===== src/source/xaui_pkg.sv =====
/*
 * XGMII transfer package. Control characters, fixed columns and the
 * column and word structs shared by the transmit and receive paths.
 */
package xaui_pkg;

  // ####################
  // control characters
  // ####################

  localparam logic [7:0] xgmii_idle  = 8'h07;
  localparam logic [7:0] xgmii_start = 8'hfb;
  localparam logic [7:0] xgmii_term  = 8'hfd;
  localparam logic [7:0] xgmii_error = 8'hfe;

  // ####################
  // whole columns
  // ####################

  // eight idle characters, sent with all control bits set.
  localparam logic [63:0] idle_column = {8{xgmii_idle}};

  // local fault is a sequence ordered set in lane 0 and again in lane 4.
  localparam logic [63:0] fault_column = 64'h0100009c_0100009c;

  // number of user transmit channels sharing the framer.
  localparam int channel_count = 2;

  // ####################
  // structs
  // ####################

  // one XGMII column, lane 0 in the low byte and its control bit in ctrl[0].
  typedef struct packed {
    logic [63:0] data;
    logic [7:0]  ctrl;
  } xg_column_t;

  // one user word; last closes the frame.
  typedef struct packed {
    logic [63:0] data;
    logic        last;
  } frame_word_t;

endpackage


===== src/source/credit_fifo.sv =====
/*
 * Credit FIFO. Show-ahead circular buffer for any payload type, which
 * returns one credit pulse per popped entry.
 */
`timescale 1ns/1ps

module credit_fifo #(
  parameter type payload_t = logic [7:0],
  parameter int  depth     = 16
) (
  input  logic     clk,
  input  logic     reset,
  input  logic     push,
  input  payload_t push_data,
  input  logic     pop,
  output payload_t head,
  output logic     not_empty,
  output logic     full,
  output logic     credit
);

  localparam int ptr_w = (depth > 1) ? $clog2(depth) : 1;

  payload_t         mem [depth];
  logic [ptr_w-1:0] wr_ptr;
  logic [ptr_w-1:0] rd_ptr;
  logic [ptr_w:0]   count;

  // pointers wrap at depth, which need not be a power of two.
  function automatic logic [ptr_w-1:0] next_ptr(input logic [ptr_w-1:0] ptr);
    if (ptr == ptr_w'(depth - 1)) begin
      return '0;
    end
    return ptr + 1'b1;
  endfunction

  always_ff @(posedge clk) begin
    if (push) begin
      mem[wr_ptr] <= push_data;
    end
  end

  always_ff @(posedge clk) begin
    if (reset) begin
      wr_ptr <= '0;
      rd_ptr <= '0;
      count  <= '0;
      credit <= 1'b0;
    end else begin
      if (push) begin
        wr_ptr <= next_ptr(wr_ptr);
      end
      if (pop) begin
        rd_ptr <= next_ptr(rd_ptr);
      end
      count  <= count + (ptr_w + 1)'(push) - (ptr_w + 1)'(pop);
      // the space freed by a pop goes back to the producer next cycle.
      credit <= pop;
    end
  end

  assign head      = mem[rd_ptr];
  assign not_empty = (count != '0);
  assign full      = (count == (ptr_w + 1)'(depth));

  // a producer that respects its credits never finds the queue full.
  a_push_full: assert property (@(posedge clk) disable iff (reset) push |-> !full)
    else $error("credit_fifo: push while full");

  a_pop_empty: assert property (@(posedge clk) disable iff (reset) pop |-> not_empty)
    else $error("credit_fifo: pop while empty");

endmodule


===== src/source/tx_frame_arbiter.sv =====
/*
 * Transmit frame arbiter. Counts complete frames per channel and hands
 * the framer to one channel per frame, round-robin.
 */
`timescale 1ns/1ps

module tx_frame_arbiter import xaui_pkg::*; #(
  parameter int channel_count = 2
) (
  input  logic                               clk,
  input  logic                               reset,
  input  logic [channel_count-1:0]           push,
  input  logic [channel_count-1:0]           push_last,
  input  logic                               ready,
  input  logic                               pop,
  input  frame_word_t                        heads [channel_count],
  output logic                               grant_valid,
  output logic [$clog2(channel_count)-1:0]   grant_channel,
  output logic [channel_count-1:0]           channel_pop,
  output frame_word_t                        head
);

  localparam int sel_w   = $clog2(channel_count);
  // wide enough for a frame count up to any practical queue depth.
  localparam int count_w = 8;

  logic [count_w-1:0] frame_count [channel_count];
  logic [sel_w-1:0]   pick;
  logic               found;

  assign head = heads[grant_channel];

  for (genvar c = 0; c < channel_count; c++) begin : g_chan
    assign channel_pop[c] = pop && grant_valid && (grant_channel == sel_w'(c));

    always_ff @(posedge clk) begin
      if (reset) begin
        frame_count[c] <= '0;
      end else begin
        frame_count[c] <= frame_count[c] + count_w'(push[c] && push_last[c])
                        - count_w'(channel_pop[c] && head.last);
      end
    end

    a_no_underflow: assert property (@(posedge clk) disable iff (reset)
      (channel_pop[c] && head.last) |-> (frame_count[c] != '0))
      else $error("tx_frame_arbiter: frame count underflow on channel %0d", c);
  end

  // search starts one past the previous winner, which grant_channel still holds.
  always_comb begin
    int idx;
    pick  = grant_channel;
    found = 1'b0;
    for (int i = 1; i <= channel_count; i++) begin
      idx = (int'(grant_channel) + i) % channel_count;
      if (!found && frame_count[idx] != '0) begin
        found = 1'b1;
        pick  = sel_w'(idx);
      end
    end
  end

  always_ff @(posedge clk) begin
    if (reset) begin
      grant_valid   <= 1'b0;
      grant_channel <= sel_w'(channel_count - 1);
    end else if (grant_valid) begin
      if (pop && head.last) begin
        grant_valid <= 1'b0;
      end
    end else if (ready && found) begin
      grant_valid   <= 1'b1;
      grant_channel <= pick;
    end
  end

endmodule


===== src/source/xaui_transfer_top.sv =====
/*
 * XGMII transfer top. Two credited transmit queues feed the framer
 * through the arbiter; the deframer fills a credited receive queue.
 */
`timescale 1ns/1ps

module xaui_transfer_top import xaui_pkg::*; #(
  parameter int tx_depth = 16,
  parameter int rx_depth = 32
) (
  input  logic                     clk,
  input  logic                     reset,
  input  logic [channel_count-1:0] tx_push,
  input  frame_word_t              tx_word [channel_count],
  input  xg_column_t               xgmii_rx,
  input  logic                     rx_credit,
  output logic [channel_count-1:0] tx_credit,
  output xg_column_t               xgmii_tx,
  output logic                     rx_valid,
  output frame_word_t              rx_word,
  output logic                     link_fault,
  output logic                     rx_overflow
);

  // the sink may grant credits ahead of the data.
  localparam int credit_w = 16;

  frame_word_t                      tx_heads [channel_count];
  frame_word_t                      tx_head;
  logic [channel_count-1:0]         tx_last, channel_pop;
  logic                             grant_valid, framer_ready, framer_pop;
  frame_word_t                      rx_entry, rx_head;
  logic                             rx_wr_en, rx_full, rx_not_empty, rx_pop;
  logic [credit_w-1:0]              rx_credits;

  // ####################
  // transmit path
  // ####################

  for (genvar c = 0; c < channel_count; c++) begin : g_tx
    assign tx_last[c] = tx_word[c].last;

    credit_fifo #(.payload_t(frame_word_t), .depth(tx_depth)) u_tx_fifo (
      .clk(clk), .reset(reset), .push(tx_push[c]), .push_data(tx_word[c]),
      .pop(channel_pop[c]), .head(tx_heads[c]), .not_empty(), .full(),
      .credit(tx_credit[c]));
  end

  tx_frame_arbiter #(.channel_count(channel_count)) u_arbiter (
    .clk(clk), .reset(reset), .push(tx_push), .push_last(tx_last),
    .ready(framer_ready), .pop(framer_pop), .heads(tx_heads),
    .grant_valid(grant_valid), .grant_channel(),
    .channel_pop(channel_pop), .head(tx_head));

  xgmii_tx_framer u_framer (
    .clk(clk), .reset(reset), .grant_valid(grant_valid), .head(tx_head),
    .ready(framer_ready), .pop(framer_pop), .xgmii_tx(xgmii_tx));

  // ####################
  // receive path
  // ####################

  xgmii_rx_deframer u_deframer (
    .clk(clk), .reset(reset), .xgmii_rx(xgmii_rx), .full(rx_full),
    .wr_en(rx_wr_en), .wr_word(rx_entry), .link_fault(link_fault),
    .rx_overflow(rx_overflow));

  // the queue's own credit pulse lines up with the registered word.
  credit_fifo #(.payload_t(frame_word_t), .depth(rx_depth)) u_rx_fifo (
    .clk(clk), .reset(reset), .push(rx_wr_en), .push_data(rx_entry),
    .pop(rx_pop), .head(rx_head), .not_empty(rx_not_empty), .full(rx_full),
    .credit(rx_valid));

  assign rx_pop = rx_not_empty && (rx_credits != '0);

  always_ff @(posedge clk) begin
    if (reset) begin
      rx_credits <= '0;
    end else begin
      rx_credits <= rx_credits + credit_w'(rx_credit) - credit_w'(rx_pop);
    end
  end

  always_ff @(posedge clk) begin
    if (rx_pop) begin
      rx_word <= rx_head;
    end
  end

endmodule


===== src/source/xgmii_rx_deframer.sv =====
/*
 * XGMII receive deframer. Finds frames that start in lane 0 or lane 4,
 * rebuilds whole words, marks the last one and flags local faults.
 */
`timescale 1ns/1ps

module xgmii_rx_deframer import xaui_pkg::*; (
  input  logic        clk,
  input  logic        reset,
  input  xg_column_t  xgmii_rx,
  input  logic        full,
  output logic        wr_en,
  output frame_word_t wr_word,
  output logic        link_fault,
  output logic        rx_overflow
);

  typedef enum logic {
    rx_idle,
    rx_frame
  } rx_state_t;

  rx_state_t   state;
  logic        lane4;
  logic [31:0] leftover;
  logic        have_left;
  logic [63:0] pending;
  logic        pending_valid;
  logic        entry_valid;
  frame_word_t entry;

  logic        start0, start4, term0, term4, data_col;
  logic        take_word, load_pending, load_left, frame_end;
  frame_word_t next_entry;

  assign start0   = xgmii_rx.ctrl[0] && (xgmii_rx.data[7:0] == xgmii_start);
  assign start4   = xgmii_rx.ctrl[4] && (xgmii_rx.data[39:32] == xgmii_start);
  assign term0    = xgmii_rx.ctrl[0] && (xgmii_rx.data[7:0] == xgmii_term);
  assign term4    = xgmii_rx.ctrl[4] && (xgmii_rx.data[39:32] == xgmii_term);
  assign data_col = (xgmii_rx.ctrl == 8'h00);

  // ####################
  // word assembly
  // ####################

  // other control columns inside a frame are skipped.
  always_comb begin
    take_word    = 1'b0;
    load_pending = 1'b0;
    load_left    = 1'b0;
    frame_end    = 1'b0;
    next_entry   = '{data: pending, last: 1'b0};
    if (state == rx_frame) begin
      if (!lane4) begin
        // one word is held back until we know whether terminate follows.
        if (term0) begin
          frame_end       = 1'b1;
          take_word       = pending_valid;
          next_entry.last = 1'b1;
        end else if (data_col) begin
          take_word    = pending_valid;
          load_pending = 1'b1;
        end
      end else begin
        next_entry.data = {xgmii_rx.data[31:0], leftover};
        if (term4) begin
          frame_end       = 1'b1;
          take_word       = have_left;
          next_entry.last = 1'b1;
        end else if (data_col) begin
          // the first data column only finishes the preamble.
          take_word = have_left;
          load_left = 1'b1;
        end
      end
    end
  end

  always_ff @(posedge clk) begin
    if (reset) begin
      state         <= rx_idle;
      lane4         <= 1'b0;
      have_left     <= 1'b0;
      pending_valid <= 1'b0;
      entry_valid   <= 1'b0;
      link_fault    <= 1'b0;
    end else begin
      entry_valid <= take_word;
      link_fault  <= (xgmii_rx.data == fault_column);
      case (state)
        rx_idle: begin
          have_left     <= 1'b0;
          pending_valid <= 1'b0;
          if (start0 || start4) begin
            state <= rx_frame;
            lane4 <= !start0;
          end
        end
        rx_frame: begin
          if (frame_end) begin
            state <= rx_idle;
          end
          if (load_pending) begin
            pending_valid <= 1'b1;
          end
          if (load_left) begin
            have_left <= 1'b1;
          end
        end
        default: state <= rx_idle;
      endcase
    end
  end

  always_ff @(posedge clk) begin
    if (take_word) entry <= next_entry;
    if (load_pending) pending <= xgmii_rx.data;
    if (load_left) leftover <= xgmii_rx.data[63:32];
  end

  // the line cannot wait, so a word meeting a full queue is lost.
  assign wr_en       = entry_valid && !full;
  assign rx_overflow = entry_valid && full;
  assign wr_word     = entry;

endmodule


===== src/source/xgmii_tx_framer.sv =====
/*
 * XGMII transmit framer. Wraps each granted frame in a start and a
 * terminate column and fills the gaps with idle columns.
 */
`timescale 1ns/1ps

module xgmii_tx_framer import xaui_pkg::*; (
  input  logic        clk,
  input  logic        reset,
  input  logic        grant_valid,
  input  frame_word_t head,
  output logic        ready,
  output logic        pop,
  output xg_column_t  xgmii_tx
);

  typedef enum logic [1:0] {
    st_idle,
    st_start,
    st_data,
    st_term
  } tx_state_t;

  tx_state_t state;

  assign ready = (state == st_idle);
  // the queue head moves on in the same cycle its word is registered.
  assign pop   = (state == st_data);

  always_ff @(posedge clk) begin
    if (reset) begin
      state         <= st_idle;
      xgmii_tx.data <= idle_column;
      xgmii_tx.ctrl <= 8'hff;
    end else begin
      case (state)
        st_idle: begin
          xgmii_tx.data <= idle_column;
          xgmii_tx.ctrl <= 8'hff;
          if (grant_valid) begin
            state <= st_start;
          end
        end
        st_start: begin
          xgmii_tx.data <= {{7{xgmii_error}}, xgmii_start};
          xgmii_tx.ctrl <= 8'hff;
          state         <= st_data;
        end
        st_data: begin
          xgmii_tx.data <= head.data;
          xgmii_tx.ctrl <= 8'h00;
          if (head.last) begin
            state <= st_term;
          end
        end
        st_term: begin
          xgmii_tx.data <= {{7{xgmii_idle}}, xgmii_term};
          xgmii_tx.ctrl <= 8'hff;
          state         <= st_idle;
        end
        default: begin
          state <= st_idle;
        end
      endcase
    end
  end

  // the arbiter keeps its grant until the last word of the frame has gone.
  a_data_granted: assert property (@(posedge clk) disable iff (reset)
    (state == st_data) |-> grant_valid)
    else $error("xgmii_tx_framer: data column without a grant");

endmodule


===== config.mk =====
export PLATFORM = sky130hd
export DESIGN_NAME = xaui_transfer_top
export DESIGN_NICKNAME = d
export VERILOG_FILES = /design/src/source/xaui_pkg.sv /design/src/source/credit_fifo.sv /design/src/source/tx_frame_arbiter.sv /design/src/source/xaui_transfer_top.sv /design/src/source/xgmii_rx_deframer.sv /design/src/source/xgmii_tx_framer.sv
export SDC_FILE = /design/constraint.sdc
export NUM_CORES = 2
export LEC_CHECK = 0
export BUFFER_PORTS_ARGS = -buffer_cell sky130_fd_sc_hd__buf_2
export CORE_ASPECT_RATIO = 1.2
export CORE_MARGIN = 8
export CORE_UTILIZATION = 45
export DETAILED_ROUTE_END_ITERATION = 16
export GPL_TIMING_DRIVEN = 0
export HOLD_SLACK_MARGIN = 0.12
export SETUP_SLACK_MARGIN = 0.05
export SLEW_MARGIN = 30
export SYNTH_ARGS = -nofsm -noshare
export SYNTH_HDL_FRONTEND = slang
export SYNTH_MEMORY_MAX_BITS = 65536
export SYNTH_SLANG_ARGS = --single-unit

===== constraint.sdc =====
create_clock -name clk -period 14.5 [get_ports clk]
set_clock_uncertainty 0.2 [all_clocks]
set_input_delay 1.45 -clock clk [delete_from_list [all_inputs] [get_ports clk]]
set_output_delay 1.45 -clock clk [all_outputs]
set_load 0.01 [all_outputs]

* Word-level counts from Yosys, hierarchy flattened
Memory sizes are Yosys's and may differ from the RTL's. A register that Yosys moved wholly into a read port is not among the register bits.
Index checks and enable logic that the tools add are counted.
Widths: inputs -> output; s select.
** Word-level totals
- Memories :: 4
- Memory bits (writable) :: 4176
- Input port bits :: 207
- ROM bits :: 0
- Flip-flop bits (word level) :: 294
- Latch bits :: 0
- Word-level logic and storage cells :: 188
** Operators by class
- Order comparisons :: 1
- Reductions and logical operators :: 31
- Mux-type cells :: 85
- Div/mod/pow operators :: 0
- Equal/unequal tests :: 19
- Bitwise operators :: 6
- Shifts and indexed selects :: 0
- Multiply operators :: 0
- Add/sub/neg operators :: 16
** Memories
- u_rx_fifo.mem :: depth 32, width 65, rd ports 1, clocked after memory_dff 1, write ports 1, line credit_fifo.sv:24 : payload_t mem [depth];
- g_tx[0].u_tx_fifo.mem :: depth 16, width 65, rd ports 1, clocked after memory_dff 1, write ports 1, line credit_fifo.sv:24
- g_tx[1].u_tx_fifo.mem :: depth 16, width 65, rd ports 1, clocked after memory_dff 1, write ports 1, line credit_fifo.sv:24
- u_arbiter.frame_count :: depth 2, width 8, rd ports 4, clocked after memory_dff 0, write ports 2, line tx_frame_arbiter.sv:27 : logic [count_w-1:0] frame_count [channel_count];
** Operators with widths (count)
- $pmux 72 s4 :: 1
- $mux 65 :: 4
- $eq 64x57->1 const B :: 1
- $mux 64 :: 1
- $mux 1 :: 55
- $mux 4 :: 12
- $eq 8x8->1 const B :: 4
- $mux 5 :: 4
- $logic_and 1x1->1 :: 17
- $add 16x1->16 :: 1
- $add 4x1->4 const B :: 4
- $add 8x1->8 :: 2
- $eq 4x4->1 const B :: 4
- $mux 8 :: 2
- $reduce_bool 16->1 :: 1
- $reduce_bool 8->1 :: 2
- $sub 16x1->16 :: 1
- $sub 8x1->8 :: 2
- $add 5x1->5 const B :: 2
- $eq 5x5->1 const B :: 2
- $logic_not 8->1 :: 1
- $ne 2x2->1 const B :: 4
- $pmux 2 s4 :: 1
- $add 6x1->6 :: 1
- other kinds (18) :: 29

* Longest topological paths before layout
An unclocked memory read counts as a cell.
- Word-level depth :: 10
- Gate-level depth with buffers :: 18
- Mapped depth without buffers :: 17

* Modules after synthesis
From an unflattened synthesis, not the netlist that was laid out.
** Second synthesis, totals
- Cell total of the unflattened synthesis :: 8243
- Area total of the unflattened synthesis :: 173787.9 um^2
** Modules (own cells, without submodules)
- credit_fifo (u_rx_fifo) :: seq. area each 62900.3 um^2, times used 1, cells each 3874, area an instance 80449.7 um^2
- credit_fifo (g_tx[0].u_tx_fifo ...) :: seq. area each 31590.3 um^2, times used 2, cells each 1691, area an instance 39789.4 um^2
- xgmii_rx_deframer :: seq. area each 4954.8 um^2, times used 1, cells each 299, area an instance 6102.1 um^2
- xaui_transfer_top :: seq. area each 2272.2 um^2, times used 1, cells each 231, area an instance 3335.7 um^2
- xgmii_tx_framer :: seq. area each 1341.3 um^2, times used 1, cells each 223, area an instance 2232.1 um^2
- tx_frame_arbiter :: seq. area each 380.4 um^2, times used 1, cells each 234, area an instance 2089.5 um^2

* Worst setup path after synthesis
No wires, ideal clock.
- Kind :: in2reg
- Start :: in xgmii_rx[5] (netlist name)
- End :: reg u_deframer.pending[0] (enable)
- Stages on the path :: 4
- Slack :: 7.080 ns
- Data required time :: 13.732 ns
- Arrival :: 6.652 ns
- Cell sequence :: or4_1 > nor2_1 > nand2_1 > nor3_1
** Between the ends
- Longest elaborated chain between the ends :: 5
** Ends and longest elaborated chain
- start: declaration :: line xaui_transfer_top.sv:15 : input xg_column_t xgmii_rx,
- $logic_not 8->1 :: line xgmii_rx_deframer.sv:40 : assign data_col = (xgmii_rx.ctrl == 8'h00);
- $mux 1 :: line xgmii_rx_deframer.sv:60 : end else if (data_col) begin
- $mux 1 :: line xgmii_rx_deframer.sv:56 : if (term0) begin
- $mux 1 :: line xgmii_rx_deframer.sv:54 : if (!lane4) begin
- $mux 1 :: line xgmii_rx_deframer.sv:53 : if (state == rx_frame) begin
- named net u_deframer.load_pending :: line xgmii_rx_deframer.sv:33 : logic take_word, load_pending, load_left, frame_end;
- end signal: assignment :: line xgmii_rx_deframer.sv:117 : if (load_pending) pending <= xgmii_rx.data;
- end: declaration :: line xgmii_rx_deframer.sv:27 : logic [63:0] pending;
The timed path passes the listed nets, and every way through them passes these cells.
A chain may end at the register's enable or synchronous reset.

==> out/summary.txt <==
Hold WS = 0.311 ns
Slew HR = 28.2%
Worst slew pin tran = 1.08 ns
CP Class = flip-flop to flip-flop
Yosys top cell by area = edfxtp_1
Vias/cell = 5.94
Synth top area cells = edfxtp_1 (77%), mux4_2 (16%), dfxtp_1 (1.8%)
Number of synthesized register bits = 4537
Final Hold Fails = 0
IO Port Bufs = 346
Later-pin clock latency in the skew report = 0.97 ns
Worst-case clock buffer depth = 4
CTS tree = built
Count of unique library cells instantiated by Yosys = 54
Total gr overflow = 0
Arrival @ worst endpoint = 5.47 ns
Root Buffer = clkbuf_16
Power per cell area = 151 nW/um2
Critical path data required time = 15.11 ns
Async S/R FF share, synth = 0%
Initial Util = 45.1%
Clock H-tree levels = 5
Finish-stage setup viols = 0
Tmin final = 4.86 ns
# DRC = 0
Unrepaired setup endpoints after global routing = false
Syn Std Cell Area = 172000 um2
Clk slew on worst S/H paths = 0.07 ns
Leakage = 62.7 nW
Largest net degree at the start of global routing = 35
Core area = 382000 um2
Die Y = 694 um
Power, Total = 30.4 mW
Via count = 81500
Initial DRC count = 8844
Global-route wire length before repair = 651 mm
Mapped Avg Cell Area = 23.9 um2
Seq/Total Area, Yosys = 78.3%
Number of CTS-inserted buffers = 435
Tot GR Track Use = 22.7%
Hold WC Path Type = flip-flop to flip-flop
Final ANT Viol Nets = 0
Number of I/O pins = 349
Worst setup SP type = flip-flop
PostCTS Resize Cnt = 0
Hpwl dp = 311 mm
Row Count = 249
Area grow syn2layout = 17.2%
Synth Flop Type = edfxtp_1
EDFF count, synth = 4386
Final clock period utilization by the worst path = 33.5%
Full die area = 403000 um2
Clock sinks = 4537
Share of layout cells above drive strength 1 = 34.6%
Initial antenna violation count = 82
Max cap viols = 0
VDD IR-drop max = 0.128 mV
Die W = 581 um
Placer Congestion = 0.855
Setup TNS = 0 ns
Top-area cell type share of the netlist area = 76.5%
Outcome = completed
Setup crit end kind = flip-flop
CP Max Fanout = 10
Cells after Synth = 7214
Maximum clock frequency = 206 MHz
DRT Wirelength = 465 mm
Max-slew violation count = 0
Syn Nets = 7492
Drt first pass iters = 6
Yosys Warn Count = 0
Most common cell after layout, fill and taps aside = edfxtp_1
Wirelength per Cell = 33.9 um
Vias in the first global route = 84800
Final nets = 8589
Post-CTS Setup Inserts = 0
Cts hold-fix bufs = 0
Commonest non-fill, non-tap cells in the layout = edfxtp_1 (4386), mux4_2 (1233), buf_2 (463), clkbuf_16 (442), clkbuf_1 (216)
[state kept, by name, indices dropped and copies added, names as in the netlist, 2 cells and up, named ones only]
signal	flops
rx_credits	16
g_tx.u_tx_fifo.credit	2
u_arbiter.frame_count	16
u_framer.xgmii_tx	65
g_tx.u_tx_fifo.mem	2080
u_deframer.leftover	32
u_framer.state	2
u_rx_fifo.mem	2080
u_rx_fifo.rd_ptr	5
u_rx_fifo.wr_ptr	5
g_tx.u_tx_fifo.wr_ptr	8
u_rx_fifo.count	6
rx_word	65
u_deframer.pending	64
u_deframer.wr_word	65
g_tx.u_tx_fifo.rd_ptr	8
[power by group]
part           leakage, nW  switching [mW]  internal (mW)
clock network         6.88            4.89           6.44
registers             40.8           0.200           14.6
logic                 15.0            2.37           1.94
[routing by layer]
metal | track usage (%) | routed length, um | share of wire (%)
met1 | 28.3 | 174000 | 37
met2 | 39.4 | 237000 | 51
met3 | 5.00 | 36200 | 7.8
met4 | 7.47 | 18000 | 3.9
met5 | 0 | 553 | 0.12
[path summary, 6_finish.rpt]
path                                                    end  cells past startpoint                     start  slack [ns]
worst min-delay path               u_deframer.pending_valid                      2  u_deframer.pending_valid        0.31
worst max register to register  u_arbiter.frame_count[1][7]                     13   u_arbiter.grant_channel        9.64
worst min register to register     u_deframer.pending_valid                      2  u_deframer.pending_valid        0.31
worst max-delay path            u_arbiter.frame_count[1][7]                     13   u_arbiter.grant_channel        9.64
[layout make-up]
| cell class | count | area (um2) |
|---|---|---|
| Fill cell | 28900 | 180000 |
| Sequential cell | 4537 | 135000 |
| Multi-Input combinational cell | 2241 | 35900 |
| Clock buffer | 537 | 11500 |
| Timing Repair Buffer | 660 | 8670 |
| Tap cell | 5020 | 6280 |
| Clock inverter | 260 | 2650 |
| Buffer | 366 | 1750 |
| Inverter | 70 | 268 |
| Antenna cell | 24 | 60.1 |
[cells in the mapped netlist (all sizes together), types with 14 or more instances]
master,n
nor2,103
o22ai,20
nand2,72
o21ai,54
and2,36
edfxtp,4386
mux2i,73
ha,67
nor4,20
o211ai,27
a22oi,25
dfxtp,151
inv,68
clkbuf,173
nor3,22
o31ai,20
mux2,200
nor2b,40
buf,193
a21oi,67
mux4,1233
nand3,14
[through the flow]
step           setup WS (ns)  cells  utilization [%]  cell area, um2
6_report                9.64  13700             52.8          202000
5_1_grt                 9.20  13700             52.8          202000
4_1_cts                 9.53  13600             52.7          201000
3_5_place_dp            9.57  12800             49.0          187000
3_3_place_gp            4.01  12600             47.2          180000
2_1_floorplan           7.08   7214                -          172000
[critical path, cell delays in order (launching register included)]
cell and delay, ns:
dfxtp_1 0.77, clkbuf_1 0.38, clkbuf_1 0.44, nand3_1 0.44, a211oi_1 0.52, ha_1 0.23
inv_1 0.06, ha_1 0.27, a21o_1 0.16, a21oi_1 0.22, o21bai_1 0.12, a2111oi_0 0.56
o21ai_0 0.18, nor3b_1 0.16
[kinds of logic (layout without fill, tap and decap cells)]
kind of cell,after synthesis,count (layout),share of synthesized area (%)
adders and majority gates,71,71,0.534
buffers and inverters,436,1893,1.12
other,0,24,0
AOI/OAI and AO/OA,278,278,1.04
DFF,4537,4537,78.3
xor gates and xnor gates,21,21,0.107
muxes,1506,1506,17.9
and+or+nand+nor,365,365,1.07
Note: power is estimated with default switching activity, not from simulation.
